===== config.mk =====
export PLATFORM = sky130hd
export DESIGN_NAME = trigger_top
export DESIGN_NICKNAME = d
export VERILOG_FILES = /design/src/design/acq_pkg.sv /design/src/design/trig_pkg.sv /design/src/design/acq_if.sv /design/src/design/trigger_top.sv /design/src/design/acq_event_fifo.sv /design/src/design/channel_acq_controller.sv /design/src/design/acq_delay_timer.sv /design/src/design/ttc_trigger_receiver.sv
export SDC_FILE = /design/constraint.sdc
export NUM_CORES = 1
export LEC_CHECK = 0
export BUFFER_PORTS_ARGS = -buffer_cell sky130_fd_sc_hd__clkbuf_2
export CAP_MARGIN = 25
export CORE_ASPECT_RATIO = 0.5
export CORE_UTILIZATION = 55
export CTS_CLUSTER_DIAMETER = 60
export DETAILED_ROUTE_END_ITERATION = 6
export PLACE_DENSITY = 0.79
export SYNTH_ARGS = -nofsm -noshare
export SYNTH_HDL_FRONTEND = slang
export SYNTH_HIERARCHICAL = 1
export SYNTH_SLANG_ARGS = --single-unit

===== constraint.sdc =====
create_clock -name ttc_clk -period 5.5 [get_ports ttc_clk]
set_input_delay 0.275 -clock ttc_clk [delete_from_list [all_inputs] [get_ports ttc_clk]]
set_output_delay 0.275 -clock ttc_clk [all_outputs]
set_load 0.02 [all_outputs]

===== src/design/acq_pkg.sv =====
// acquisition sizes and event layout; FIFO_DEPTH must stay a power of two for pointer wrap
package acq_pkg;

    // ------------------------------------------------------------------------
    // channel side
    // ------------------------------------------------------------------------

    localparam int N_CHAN  = 5;  // channel fpgas behind this controller
    localparam int DELAY_W = 16; // trigger delay in ttc_clk cycles

    // ------------------------------------------------------------------------
    // acquisition event fifo
    // ------------------------------------------------------------------------

    localparam int EVENT_W       = 32;
    localparam int FIFO_DEPTH    = 16;
    localparam int FIFO_AF_LEVEL = 15;                       // almost full at this fill
    localparam int FIFO_PTR_W    = $clog2(FIFO_DEPTH);
    localparam int FIFO_CNT_W    = $clog2(FIFO_DEPTH + 1);   // counts 0..FIFO_DEPTH

    // event word: [23:0] trigger number, [28:24] trigger type, [31:29] reserved zero
    localparam int EVT_NUM_LSB  = 0;
    localparam int EVT_TYPE_LSB = 24;

    // ------------------------------------------------------------------------
    // controller state codes, shown on cac_state
    // ------------------------------------------------------------------------

    localparam int CAC_STATE_W = 3;

    localparam logic [CAC_STATE_W-1:0] CAC_IDLE  = 3'd0; // waiting for a trigger
    localparam logic [CAC_STATE_W-1:0] CAC_DELAY = 3'd1; // trigger delay running
    localparam logic [CAC_STATE_W-1:0] CAC_ARM   = 3'd2; // chan_trig pulse out
    localparam logic [CAC_STATE_W-1:0] CAC_WAIT  = 3'd3; // waiting on done lines
    localparam logic [CAC_STATE_W-1:0] CAC_WRITE = 3'd4; // event word to fifo

endpackage


===== src/design/trig_pkg.sv =====
// trigger widths and type codes; type codes are labels only, the datapath treats them alike
package trig_pkg;

    // ------------------------------------------------------------------------
    // field widths
    // ------------------------------------------------------------------------

    localparam int TRIG_NUM_W  = 24; // global trigger number, first trigger is 1
    localparam int TIMESTAMP_W = 44; // ttc_clk ticks since last timestamp reset
    localparam int TRIG_TYPE_W = 5;

    // ------------------------------------------------------------------------
    // trigger type codes
    // ------------------------------------------------------------------------

    // one code per type word
    localparam logic [TRIG_TYPE_W-1:0] TYPE_MUON_FILL = 5'd1;
    localparam logic [TRIG_TYPE_W-1:0] TYPE_LASER     = 5'd2;
    localparam logic [TRIG_TYPE_W-1:0] TYPE_PEDESTAL  = 5'd3;

endpackage

===== src/design/acq_if.sv =====
// single ttc_clk domain; trig_type and trig_num stay valid until the next accepted trigger
`timescale 1ns/100ps

interface acq_if
    import trig_pkg::*;
();

    logic                   trigger;   // one-cycle pulse per accepted trigger
    logic [TRIG_TYPE_W-1:0] trig_type; // held from the pulse on
    logic [TRIG_NUM_W-1:0]  trig_num;  // held from the pulse on
    logic                   ready;     // level, controller idle and fifo has room

    // receiver side
    modport rx (output trigger, output trig_type, output trig_num, input ready);

    // channel acquisition controller side
    modport ctl (input trigger, input trig_type, input trig_num, output ready);

endinterface


===== src/design/trigger_top.sv =====
// ttc_clk only; chan_en and trig_delay are sampled per trigger and must be stable around it
`timescale 1ns/100ps

module trigger_top
    import trig_pkg::*;
    import acq_pkg::*;
(
    input  logic                   ttc_clk,
    input  logic                   arst_n,
    input  logic                   ttc_trigger,
    input  logic [TRIG_TYPE_W-1:0] trig_type,
    input  logic                   rst_trigger_num,       // ttc channel b
    input  logic                   rst_trigger_timestamp, // ttc channel b
    input  logic [N_CHAN-1:0]      chan_en,
    input  logic [DELAY_W-1:0]     trig_delay,
    input  logic [N_CHAN-1:0]      chan_dones,
    input  logic                   event_ready,
    output logic [N_CHAN-1:0]      chan_enable,
    output logic [N_CHAN-1:0]      chan_trig,
    output logic [TRIG_NUM_W-1:0]  trig_num,
    output logic [TIMESTAMP_W-1:0] trig_timestamp,
    output logic                   acq_ready,
    output logic                   error_trig_rate,
    output logic                   event_valid,
    output logic [EVENT_W-1:0]     event_data,
    output logic                   fifo_almost_full,
    output logic [CAC_STATE_W-1:0] cac_state
);

    // controller to fifo write side
    logic               wr_valid;
    logic               wr_ready;
    logic [EVENT_W-1:0] wr_data;

    acq_if acq_bus (); // receiver to controller

    assign acq_ready = acq_bus.ready;

    // ------------------------------------------------------------------------
    // instances
    // ------------------------------------------------------------------------

    ttc_trigger_receiver i_ttc_trigger_receiver (
        .ttc_clk               (ttc_clk),
        .arst_n                (arst_n),
        .ttc_trigger           (ttc_trigger),
        .trig_type             (trig_type),
        .rst_trigger_num       (rst_trigger_num),
        .rst_trigger_timestamp (rst_trigger_timestamp),
        .trig_num              (trig_num),
        .trig_timestamp        (trig_timestamp),
        .error_trig_rate       (error_trig_rate),
        .acq                   (acq_bus.rx)
    );

    channel_acq_controller i_channel_acq_controller (
        .ttc_clk          (ttc_clk),
        .arst_n           (arst_n),
        .chan_en          (chan_en),
        .trig_delay       (trig_delay),
        .chan_dones       (chan_dones),
        .wr_ready         (wr_ready),
        .fifo_almost_full (fifo_almost_full),
        .acq              (acq_bus.ctl),
        .chan_enable      (chan_enable),
        .chan_trig        (chan_trig),
        .wr_valid         (wr_valid),
        .wr_data          (wr_data),
        .cac_state        (cac_state)
    );

    acq_event_fifo i_acq_event_fifo (
        .ttc_clk          (ttc_clk),
        .arst_n           (arst_n),
        .wr_valid         (wr_valid),
        .wr_data          (wr_data),
        .event_ready      (event_ready),
        .wr_ready         (wr_ready),
        .event_valid      (event_valid),
        .event_data       (event_data),
        .fifo_almost_full (fifo_almost_full)
    );

endmodule


===== src/design/acq_event_fifo.sv =====
// single clock fwft fifo; head word shows one cycle after its write, no read-through when empty
`timescale 1ns/100ps

module acq_event_fifo
    import acq_pkg::*;
(
    input  logic               ttc_clk,
    input  logic               arst_n,
    input  logic               wr_valid,
    input  logic [EVENT_W-1:0] wr_data,
    input  logic               event_ready,
    output logic               wr_ready,         // not full
    output logic               event_valid,      // not empty
    output logic [EVENT_W-1:0] event_data,       // head word
    output logic               fifo_almost_full
);

    logic [EVENT_W-1:0]    mem [FIFO_DEPTH];
    logic [FIFO_PTR_W-1:0] wr_ptr;
    logic [FIFO_PTR_W-1:0] rd_ptr;
    logic [FIFO_CNT_W-1:0] fill;
    logic                  do_wr;
    logic                  do_rd;

    assign wr_ready         = (fill != FIFO_CNT_W'(FIFO_DEPTH));
    assign event_valid      = (fill != '0);
    assign event_data       = mem[rd_ptr];
    assign fifo_almost_full = (fill >= FIFO_CNT_W'(FIFO_AF_LEVEL));

    assign do_wr = wr_valid && wr_ready;
    assign do_rd = event_valid && event_ready;

    // storage
    always_ff @(posedge ttc_clk) begin
        if (do_wr) begin
            mem[wr_ptr] <= wr_data;
        end
    end

    // ------------------------------------------------------------------------
    // pointers and fill count
    // ------------------------------------------------------------------------

    always_ff @(posedge ttc_clk or negedge arst_n) begin
        if (!arst_n) begin
            wr_ptr <= '0;
            rd_ptr <= '0;
            fill   <= '0;
        end else begin
            if (do_wr) begin
                wr_ptr <= wr_ptr + 1'b1; // wraps at depth
            end
            if (do_rd) begin
                rd_ptr <= rd_ptr + 1'b1;
            end
            case ({do_wr, do_rd})
                2'b10:   fill <= fill + 1'b1;
                2'b01:   fill <= fill - 1'b1;
                default: fill <= fill; // none or both
            endcase
        end
    end

    a_fill_bound : assert property (
        @(posedge ttc_clk) disable iff (!arst_n)
        fill <= FIFO_CNT_W'(FIFO_DEPTH)
    );

endmodule


===== src/design/channel_acq_controller.sv =====
// chan_dones may be asynchronous; done lines must drop within 2 cycles of chan_enable dropping
`timescale 1ns/100ps

module channel_acq_controller
    import trig_pkg::*;
    import acq_pkg::*;
(
    input  logic                   ttc_clk,
    input  logic                   arst_n,
    input  logic [N_CHAN-1:0]      chan_en,          // channel mask, latched per trigger
    input  logic [DELAY_W-1:0]     trig_delay,       // cycles before chan_trig
    input  logic [N_CHAN-1:0]      chan_dones,       // from channel fpgas
    input  logic                   wr_ready,         // fifo not full
    input  logic                   fifo_almost_full,
    acq_if.ctl                     acq,
    output logic [N_CHAN-1:0]      chan_enable,
    output logic [N_CHAN-1:0]      chan_trig,
    output logic                   wr_valid,
    output logic [EVENT_W-1:0]     wr_data,
    output logic [CAC_STATE_W-1:0] cac_state
);

    logic [CAC_STATE_W-1:0] state;
    logic                   timer_start;
    logic                   timer_expired;
    logic [N_CHAN-1:0]      dones_meta;  // first sync stage
    logic [N_CHAN-1:0]      dones_sync;  // second sync stage
    logic                   all_done;
    logic [TRIG_NUM_W-1:0]  num_q;
    logic [TRIG_TYPE_W-1:0] type_q;

    // triggers only arrive in idle, the receiver saw ready first
    assign timer_start = (state == CAC_IDLE) && acq.trigger;
    assign all_done    = ((dones_sync & chan_enable) == chan_enable); // empty mask passes
    assign acq.ready   = (state == CAC_IDLE) && !fifo_almost_full;
    assign cac_state   = state;

    acq_delay_timer i_acq_delay_timer (
        .ttc_clk    (ttc_clk),
        .arst_n     (arst_n),
        .start      (timer_start),
        .load_value (trig_delay),
        .expired    (timer_expired)
    );

    // ------------------------------------------------------------------------
    // done line synchronizer
    // ------------------------------------------------------------------------

    always_ff @(posedge ttc_clk or negedge arst_n) begin
        if (!arst_n) begin
            dones_meta <= '0;
            dones_sync <= '0;
        end else begin
            dones_meta <= chan_dones;
            dones_sync <= dones_meta;
        end
    end

    // ------------------------------------------------------------------------
    // acquisition fsm
    // ------------------------------------------------------------------------

    always_ff @(posedge ttc_clk or negedge arst_n) begin
        if (!arst_n) begin
            state       <= CAC_IDLE;
            chan_enable <= '0;
            chan_trig   <= '0;
            wr_valid    <= 1'b0;
        end else begin
            chan_trig <= '0; // pulse lasts one cycle
            case (state)
                CAC_IDLE: begin
                    if (acq.trigger) begin
                        chan_enable <= chan_en;
                        state       <= CAC_DELAY;
                    end
                end
                CAC_DELAY: begin
                    if (timer_expired) begin
                        chan_trig <= chan_enable; // enabled channels only
                        state     <= CAC_ARM;
                    end
                end
                CAC_ARM: begin
                    state <= CAC_WAIT;
                end
                CAC_WAIT: begin
                    if (all_done) begin
                        wr_valid <= 1'b1;
                        state    <= CAC_WRITE;
                    end
                end
                CAC_WRITE: begin
                    if (wr_ready) begin // event taken by fifo
                        wr_valid    <= 1'b0;
                        chan_enable <= '0;
                        state       <= CAC_IDLE;
                    end
                end
                default: begin
                    state <= CAC_IDLE;
                end
            endcase
        end
    end

    // number and type of the event in flight
    always_ff @(posedge ttc_clk) begin
        if (timer_start) begin
            num_q  <= acq.trig_num;
            type_q <= acq.trig_type;
        end
    end

    // event word, reserved bits stay zero
    always_comb begin
        wr_data = '0;
        wr_data[EVT_NUM_LSB +: TRIG_NUM_W]   = num_q;
        wr_data[EVT_TYPE_LSB +: TRIG_TYPE_W] = type_q;
    end

    // mask used for the pulse must match the one shown to the channels
    a_trig_in_mask : assert property (
        @(posedge ttc_clk) disable iff (!arst_n)
        (chan_trig & ~chan_enable) == '0
    );

    a_valid_in_write : assert property (
        @(posedge ttc_clk) disable iff (!arst_n)
        wr_valid |-> (state == CAC_WRITE)
    );

endmodule


===== src/design/acq_delay_timer.sv =====
// delay in ttc_clk cycles; a start while running reloads, expired follows start by load_value+1
`timescale 1ns/100ps

module acq_delay_timer
    import acq_pkg::*;
(
    input  logic               ttc_clk,
    input  logic               arst_n,
    input  logic               start,      // one-cycle load strobe
    input  logic [DELAY_W-1:0] load_value, // delay in cycles
    output logic               expired     // one-cycle pulse
);

    logic [DELAY_W-1:0] count;
    logic               running; // held through the expired cycle

    always_ff @(posedge ttc_clk or negedge arst_n) begin
        if (!arst_n) begin
            count   <= '0;
            running <= 1'b0;
            expired <= 1'b0;
        end else if (start) begin
            count   <= load_value;
            running <= 1'b1;
            expired <= (load_value == '0); // zero delay fires next cycle
        end else begin
            if (count != '0) begin
                count <= count - 1'b1;
            end
            if (expired) begin
                running <= 1'b0; // done after the pulse
            end
            expired <= running && (count == DELAY_W'(1)); // look one ahead
        end
    end

    // pulse only comes out of an active count
    a_expired_running : assert property (
        @(posedge ttc_clk) disable iff (!arst_n)
        expired |-> running
    );

endmodule


===== src/design/ttc_trigger_receiver.sv =====
// ttc_trigger must be synchronous to ttc_clk; one trigger per busy window, others are errors
`timescale 1ns/100ps

module ttc_trigger_receiver
    import trig_pkg::*;
(
    input  logic                   ttc_clk,
    input  logic                   arst_n,
    input  logic                   ttc_trigger,           // from ttc decoder
    input  logic [TRIG_TYPE_W-1:0] trig_type,
    input  logic                   rst_trigger_num,       // channel b command
    input  logic                   rst_trigger_timestamp, // channel b command
    output logic [TRIG_NUM_W-1:0]  trig_num,              // number of last accepted trigger
    output logic [TIMESTAMP_W-1:0] trig_timestamp,        // time of last accepted trigger
    output logic                   error_trig_rate,       // sticky until arst_n
    acq_if.rx                      acq
);

    logic [TIMESTAMP_W-1:0] ts_cnt;     // free running
    logic                   trig_pulse; // drives acq trigger
    logic [TRIG_TYPE_W-1:0] type_q;
    logic                   accept;

    // no accept while a pulse is still in flight, ready lags by one cycle
    assign accept = ttc_trigger && acq.ready && !trig_pulse;

    assign acq.trigger   = trig_pulse;
    assign acq.trig_type = type_q;
    assign acq.trig_num  = trig_num;

    // ------------------------------------------------------------------------
    // timestamp counter
    // ------------------------------------------------------------------------

    always_ff @(posedge ttc_clk or negedge arst_n) begin
        if (!arst_n) begin
            ts_cnt <= '0;
        end else if (rst_trigger_timestamp) begin
            ts_cnt <= '0; // restart from channel b
        end else begin
            ts_cnt <= ts_cnt + 1'b1;
        end
    end

    // ------------------------------------------------------------------------
    // trigger number, capture and rate error
    // ------------------------------------------------------------------------

    always_ff @(posedge ttc_clk or negedge arst_n) begin
        if (!arst_n) begin
            trig_num        <= '0;
            trig_timestamp  <= '0;
            trig_pulse      <= 1'b0;
            error_trig_rate <= 1'b0;
        end else begin
            trig_pulse <= accept;
            if (accept) begin
                // a reset in the same cycle makes this trigger number 1
                trig_num       <= rst_trigger_num ? TRIG_NUM_W'(1) : trig_num + 1'b1;
                trig_timestamp <= ts_cnt;
            end else if (rst_trigger_num) begin
                trig_num <= '0;
            end
            if (ttc_trigger && !accept) begin
                error_trig_rate <= 1'b1; // path was busy
            end
        end
    end

    // type is payload, only meaningful alongside the pulse
    always_ff @(posedge ttc_clk) begin
        if (accept) begin
            type_q <= trig_type;
        end
    end

    // back-to-back triggers must never merge into a long pulse
    a_trig_pulse_single : assert property (
        @(posedge ttc_clk) disable iff (!arst_n)
        acq.trigger |=> !acq.trigger
    );

endmodule


==> results.txt, run 1 <==
Setup violations remaining at the end of the flow were counted as 0. The run gives 3.22 ns as the worst endpoint data arrival time. The post-synthesis mux area share is 0.0960.

The minimum clock period after layout works out to 3.50 ns. STA classifies the critical path startpoint as a register. In the layout the commonest cells are sky130_fd_sc_hd__edfxtp_1 (546), sky130_fd_sc_hd__nand2_1 (191), sky130_fd_sc_hd__dfrtp_1 (167). Across all register-to-register paths, the minimum setup slack is 2.36 ns. Detailed routing inserted a total of 16200 vias. Largest area contributor in the netlist: sky130_fd_sc_hd__edfxtp_1. The row count was 58. The worst min-delay path startpoint is event_ready.

The worst max-slew margin expressed relative to the limit was 0.273; the first-pass GRT wire length was 96300 µm. Synthesized-area fraction occupied by and/or/nand/nor cells: 0.0760. Share of synthesized area occupied by flip-flops and latches: 0.715. The cell count after synthesis came out at 1795. Power spread over the standard cell area amounts to 440 nW/µm². A synthesized cell averages 16.1 µm². For the final database, setup skew stands at 0.0393 ns. Required time of the critical path: 5.22 ns. The share of synthesized registers carrying an async set or reset works out to 0.236. The most frequent standard cell in the layout excluding fill and tap cells is sky130_fd_sc_hd__edfxtp_1. For this run, the detailed router's first-pass iteration total came to 5. The critical path is of the register to output pin type.

In this run the post-CTS setup repair buffer count came out at 0. The worst flop-to-flop path startpoint is i_channel_acq_controller/cac_state[1]. The largest individual stage delay along the critical path comes from the cell sky130_fd_sc_hd__dfrtp_1.

The number of global-route vias before repair was 16100. Counting along the longest clock path gives a buffer depth of 3. Using the TritonRoute via totals, the vias-per-cell ratio works out to 6.00. The run gives 0 ns as the post-route setup TNS.

Fraction of the mapped netlist area in compound gates: 0.0543. TritonCTS built the clock tree. The Yosys step of the flow raised 6 warnings.

In this run the count of I/O pins placed on the die edge is 154. Post-CTS repair changed the size of 0 cells. Setup repair after global routing left no endpoint under its margin. The clock transition at the registers of the reported paths was 0.07 ns. The tools report the number of clock sinks as 715. The tools report the worst IR drop on VDD as 330 µV.

The count of input and output buffers is 153. The die covers 53400 µm². The run gives 0.565 as the effective utilization at floorplan. Registers take 20600 µm².

The average wire length per cell after detail routing came out at 23.8 µm. Traced cell by cell, the critical path runs through nor2b_4, buf_4, a221oi_1, o21ai_0, nand2_1, clkbuf_2. The die is 326 µm wide. The count of endpoints failing hold in the final timing report came out at 0.

The repair_antennas step left the layout with diodes totalling 0. The initial antenna violation count was 0; the global-route total usage across every layer was 0.241. Once layout is done, the placed cells without fillers occupy 32500 µm².

After the first detailed-routing iteration, the DRC count stood at 1655. The cell area that synthesis handed to floorplanning was 28800 µm². The multi-input logic area was 7500 µm².

The path type of the worst min-delay path is input pin to register. For the count of H-tree levels built during CTS, the log shows 2. The highest clock rate was 286 MHz; the number of fill cells in the layout was 3462.

For the pin with the worst max-slew slack, the measured transition is 1.08 ns. The core region is 51000 µm². The static power due to leakage is 0.0120 µW, and the vertical die dimension is 164 µm.

The adder and majority gate portion of the synthesized area works out to 0.00633. Primary flip-flop cell chosen by synthesis mapping: sky130_fd_sc_hd__edfxtp_1. The area share of the largest cell type after synthesis came out at 0.568.

The synthesized flop and latch total is 715. Global-route congestion overflow total: 0. The number of flops mapped to enable cells by yosys was 546.

The combinational family with the most area after synthesis was multiplexers. Sorting the synthesized cells by area gives the leading types as sky130_fd_sc_hd__edfxtp_1 (57%), sky130_fd_sc_hd__dfrtp_1 (15%), sky130_fd_sc_hd__mux4_2 (4.7%). The worst setup path is captured at an output pin. Entering global routing, the biggest net connects 66 pins. In this run the worst path has a maximum fanout of 30. The portion of the clock cycle consumed by the worst path in the final layout came out at 0.636.

The detailed-placement wirelength estimate was 34800 µm; the fraction of power consumed by sequential logic was 0.435. For the number of DRC violations after detailed routing, the log shows 0. Total count of max-transition violations in the final report: 0.

For the clock group share of total power, the log shows 0.298. In this run the remaining antenna-violating nets after routing total 0. The logs give 59 for the total CTS buffers and 0.789 for the final RePlAce weighted congestion. In this run the cell area measured after placement is 30100 µm². Tracing the worst setup path back leads to its startpoint at i_acq_event_fifo/rd_ptr[2]. The run finished with clean final reports. The combinational power share is 0.266. The share of the synthesized netlist area taken by xor and xnor gates was 0.0228. Synthesis instantiated 76 different standard cells from the library. The delay of the slowest cell on the worst path is 0.65 ns, and the detailed-route wire length is 64200 µm. The number of max-cap violations was 0. The share of post-route cells with drive strength above 1 was 0.200; the area growth from synthesis to layout was 12.7%. For the worst-skew pair, the clock arrives at the later sink with an insertion delay of 0.62 ns. The tree is rooted in a sky130_fd_sc_hd__clkbuf_16. The run gives 2014 as the layout net count. In this run the power spent charging and discharging nets is 4470 µW.

The proportion of total power due to net switching works out to 0.312. The internal power summed over all cells came out at 9840 µW.
cell usage after synthesis, types with 19 or more instances:
cell and n:
sky130_fd_sc_hd__buf_2 21, sky130_fd_sc_hd__mux2i_1 129, sky130_fd_sc_hd__dfrtp_1 169, sky130_fd_sc_hd__o21ai_0 62, sky130_fd_sc_hd__a221oi_1 64, sky130_fd_sc_hd__nor2_1 86, sky130_fd_sc_hd__a21oi_1 22, sky130_fd_sc_hd__buf_4 32
sky130_fd_sc_hd__xor2_1 26, sky130_fd_sc_hd__xnor2_1 49, sky130_fd_sc_hd__inv_1 26, sky130_fd_sc_hd__a22oi_1 32, sky130_fd_sc_hd__nand4_1 19, sky130_fd_sc_hd__nand3_1 23, sky130_fd_sc_hd__edfxtp_1 546, sky130_fd_sc_hd__clkbuf_1 37
sky130_fd_sc_hd__nand2_1 191, sky130_fd_sc_hd__mux4_2 60
power by group through the flow:
stage / logic [µW] / registers (µW) / clock network, µW
6_report: 3810 / 6230 / 4270
5_1_grt: 4070 / 6250 / 4540
4_1_cts: 3710 / 6310 / 4320
3_5_place_dp: 3640 / 6420 / 0
3_3_place_gp: 3570 / 6410 / 0
2_1_floorplan: 2770 / 6320 / 0
critical path, delay by kind of cell (launching register included):
| family | cells | cell delay (ns) |
|---|---|---|
| AND/OR/NAND/NOR | 2 | 0.76 |
| buffers and inverters | 2 | 0.71 |
| flip-flops | 1 | 0.65 |
| AO/OA/AOI/OAI | 2 | 0.46 |
layer usage:
layer | share of wire | global-route usage
met5 | 0 | 0
met3 | 0.090 | 0.0482
met1 | 0.40 | 0.324
met2 | 0.49 | 0.401
met4 | 0.026 | 0.0728
stage by stage:
step / power, µW / instances / worst slack [ns] / hold slack [ns] / util
3_3_place_gp: 9990 / 2555 / 2.42 / 0.275 / 0.591
5_1_grt: 14900 / 2703 / 1.87 / 0.175 / 0.637
3_5_place_dp: 10100 / 2556 / 2.41 / 0.273 / 0.591
4_1_cts: 14300 / 2701 / 1.76 / 0.152 / 0.636
6_report: 14300 / 2703 / 2.00 / 0.183 / 0.637
2_1_floorplan: 9090 / 1797 / 1.07 / -0.0206 / -
cell families after synthesis:
group           after synthesis
xor+xnor                     75
buf+inv                     143
compound gates              218
other cells                   1
fa+ha+maj                    14
simple gates                434
mux                         195
flops                       715
area by class of cell:
class | instances | area share
sequential | 715 | 0.634
multi-input combinational | 939 | 0.231
clock buffer | 79 | 0.0502
timing repair buffer | 219 | 0.0441
tap | 690 | 0.0266
clock inverter | 32 | 0.0105
inverter | 29 | 0.00335
what timing repair did:
action,4_1_cts,5_1_grt
endpoints found under the setup margin,0,0
endpoints found under the hold margin,89,0
hold buffers,34,0
flip-flops by register name (all words and copies together) (netlist names):
name	count
i_channel_acq_controller/chan_trig	5
i_channel_acq_controller/num_q	24
i_channel_acq_controller/cac_state	3
i_channel_acq_controller/i_acq_delay_timer/count	16
i_channel_acq_controller/type_q	5
i_ttc_trigger_receiver/acq.trig_num	24
i_ttc_trigger_receiver/error_trig_rate	1
i_ttc_trigger_receiver/acq.trig_type	5
i_channel_acq_controller/wr_valid	1
i_ttc_trigger_receiver/trig_timestamp	44
i_channel_acq_controller/i_acq_delay_timer/expired	1
i_acq_event_fifo/mem	512
i_channel_acq_controller/dones_meta	5
i_acq_event_fifo/rd_ptr	4
i_channel_acq_controller/i_acq_delay_timer/running	1
i_ttc_trigger_receiver/ts_cnt	44
i_ttc_trigger_receiver/acq.trigger	1
i_acq_event_fifo/wr_ptr	4
i_acq_event_fifo/fill	5
i_channel_acq_controller/chan_enable	5
i_channel_acq_controller/dones_sync	5
worst paths after layout:
| kind | depth (start not counted) | endpoint |
|---|---|---|
| setup / recovery | 6 | event_data[21] |
| hold / removal | 4 | i_acq_event_fifo/rd_ptr[2] |
| setup reg to reg | 8 | i_channel_acq_controller/i_acq_delay_timer/expired |
| hold reg to reg | 0 | i_channel_acq_controller/dones_sync[2] |
| max in group asynchronous | 3 | i_acq_event_fifo/rd_ptr[0] |
| min in group asynchronous | 2 | i_ttc_trigger_receiver/trig_timestamp[0] |
Note: power is estimated with default switching activity, not from simulation.
==> run 2, diff against run 1 <==
--- a/config.mk
+++ b/config.mk
@@ -11,7 +11,7 @@
 export CORE_UTILIZATION = 55
 export CTS_CLUSTER_DIAMETER = 60
 export DETAILED_ROUTE_END_ITERATION = 6
-export PLACE_DENSITY = 0.79
+export PLACE_DENSITY = 0.82
 export SYNTH_ARGS = -nofsm -noshare
 export SYNTH_HDL_FRONTEND = slang
 export SYNTH_HIERARCHICAL = 1
==> constraint.sdc (replaced) <==
create_clock -name ttc_clk -period 3.1 [get_ports ttc_clk]
set_input_delay 0.155 -clock ttc_clk [delete_from_list [all_inputs] [get_ports ttc_clk]]
set_output_delay 0.155 -clock ttc_clk [all_outputs]
set_load 0.02 [all_outputs]
==> results.txt, run 2 (synthesis results as in run 1) <==
The run gives 0 as the total count of max-transition violations in the final report. For the worst setup path, the data arrival time is 2.85 ns. The share of post-route cells with drive strength above 1 was 0.206; the highest fanout seen on the critical path was 40. The largest registers in the layout are i_acq_event_fifo/mem x512, i_ttc_trigger_receiver/trig_timestamp x44, i_ttc_trigger_receiver/ts_cnt x44. The minimum clock period after layout is 3.01 ns, and the worst setup skew after layout is 0.0226 ns. The internal power summed over all cells was 17500 µW; the fraction of power consumed by sequential logic was 0.431. Count of endpoints failing hold in the final timing report: 0. The effective utilization at floorplan is 0.565. For the worst setup path, the data required time is 2.94 ns. The HPWL after detailed placement is 35500 µm. Once routing completed, OpenROAD measured the worst setup slack at 0.0923 ns. The total net switching power is 7990 µW.

Compared with the post-synthesis result, the final layout area differs by 13.7%. The logs give 0.245 for the global-route total usage across every layer and 65400 µm for the detailed-route wire length. The highest clock rate was 332 MHz; the transition at the pin with the smallest max-transition slack was 1.03 ns. Count of H-tree levels built during CTS: 2. The clock transition at the registers of the reported paths came out at 0.06 ns. Remaining antenna violation count after routing: 0. In the final routed layout, each cell accounts on average for 24.1 µm. The run gives 67 as the maximum number of pins on one net before global-route repair. Register with the most flip-flops: i_acq_event_fifo/mem. For the total CTS buffers, the log shows 60.

Most frequent standard cell in the layout excluding fill and tap cells: sky130_fd_sc_hd__edfxtp_1. In this run the vertical extent of the chip is 164 µm. For the combinational power share, the log shows 0.274.

After filler insertion, the fill cell instance count of the layout stands at 3356. The path class of the tightest hold or removal check is input pin to asynchronous set/reset pin. The number of global-route vias before repair was 16700.

OpenSTA, run right after detailed placement, puts the worst setup slack at 0.395 ns. The die covers 53400 µm². The first global-routing pass estimated 98000 µm of wire.

After detailed routing, the number of vias per cell comes to 6.07. The proportion of total power due to net switching is 0.314, and the final RePlAce weighted congestion is 0.811. The flow ran to the end, and the final reports show no timing, DRC or antenna violations.

The tools report the number of inserted diodes as 0. Layout net count: 2033. STA classifies the critical path startpoint as a register. The core region is 51000 µm². The root buffer cell chosen for the clock tree is sky130_fd_sc_hd__clkbuf_16.

After global routing the overflow that remains totals 0. The tool flagged a number of max-cap violations equal to 0. The number of DRC markers after the initial detailed-route iteration came out at 1526. The number of primary I/O pins is 154.

The portion of the clock cycle consumed by the worst path in the final layout is 0.970. After detailed routing, the number of remaining DRC violations is 0. For the detailed-route via count, the log shows 16500.

In this run the power density over the cells is 776 nW/µm². The first detailed-routing pass ran for 7 iterations. In the layout the commonest cells are sky130_fd_sc_hd__edfxtp_1 (546), sky130_fd_sc_hd__nand2_1 (191), sky130_fd_sc_hd__dfrtp_1 (167). The initial antenna violation count came out at 1. The clock reaches the later pin of the worst-skew pair after 0.62 ns.

IR analysis of the VDD net gives a maximum drop of 617 µV. TritonCTS built the clock tree. Clock group share of total power: 0.295. For the final design utilization, the log shows 0.643. The row count is 58, and the floorplan die width is 326 µm. The critical setup path kind is register to output pin.

Port buffering added 153 buffers. The static power due to leakage was 0.0121 µW; the number of flip-flops in the largest register was 512. For this design, the sink count on the clock tree is 715. The worst max-slew margin expressed relative to the limit was 0.310; the maximum buffer depth of the clock tree was 3. Setup total negative slack on the finished layout was measured at 0 ns. Setup violations remaining at the end of the flow were counted as 0. Setup repair after global routing left no endpoint under its margin. STA classifies the critical path endpoint as an output pin.
[run 2: worst paths after layout]
| path | depth (start not counted) | to | from | slack, ns |
|---|---|---|---|---|
| hold / removal | 2 | asynchronous set/reset pin | arst_n | 0.1 |
| max in group asynchronous | 3 | i_ttc_trigger_receiver/acq.trig_num[11] | arst_n | 2.20 |
| hold reg to reg | 0 | i_channel_acq_controller/dones_sync[1] | i_channel_acq_controller/dones_meta[1] | 0.35 |
| setup / recovery | 7 | event_data[11] | i_acq_event_fifo/rd_ptr[2] | 0.09 |
| setup reg to reg | 9 | i_channel_acq_controller/i_acq_delay_timer/expired | i_channel_acq_controller/cac_state[1] | 0.18 |
| min in group ttc_clk | 5 | i_acq_event_fifo/rd_ptr[2] | event_ready | 0.11 |
[run 2: cell type report]
class	instances	area, µm²	share of cell area
sequential	715	20600	0.629
multi-input combinational	940	7550	0.230
timing repair buffer	236	1710	0.0522
clock buffer	84	1650	0.0502
tap	690	863	0.0263
clock inverter	26	297	0.00904
inverter	29	113	0.00343
[run 2: repair_timing]
action | in CTS | in global routing
cloned | 1 | 0
hold buffers | 34 | 0
endpoints found under the hold margin | 84 | 0
resized for setup | 3 | 3
buffers inserted | 1 | 0
setup endpoints to repair | 17 | 2
[run 2: power by group through the flow]
stage	Combinational, µW	Clock (µW)	Sequential, µW
floorplan	4920	0	11200
global placement	6580	0	11200
CTS	6940	7590	11000
finish	6960	7510	11000
global route	7410	7980	11000
detailed placement	6720	0	11200
[run 2: per-stage QoR]
stage / hold slack (ns) / total power, µW / area [µm²] / cells
final: 0.0979 / 25500 / 32800 / 2720
after global routing: 0.0904 / 26400 / 32800 / 2720
after CTS: 0.0807 / 25500 / 32800 / 2720
after detailed placement: 0.175 / 17900 / 30500 / 2574
after global placement: 0.163 / 17800 / 30500 / 2574
after floorplan: -0.141 / 16100 / 28900 / 1797
[run 2: critical path, stage by stage (launching register included)]
cell and delay, ns:
sky130_fd_sc_hd__dfrtp_1 0.42, sky130_fd_sc_hd__buf_6 0.26, sky130_fd_sc_hd__and2_2 0.26, sky130_fd_sc_hd__buf_6 0.23, sky130_fd_sc_hd__a221oi_1 0.50, sky130_fd_sc_hd__o21ai_0 0.18, sky130_fd_sc_hd__nand2_1 0.18, sky130_fd_sc_hd__clkbuf_2 0.20
[run 2: metal layers]
layer  part of all wire  wire (µm)  global-route usage  vias up
li1                   -          -                   -     7238
met1               0.38      24900               0.312     8362
met2               0.51      33500               0.433      789
met3              0.083       5440              0.0442      131
met4              0.025       1630              0.0745        0
met5                  0          0                   0        -
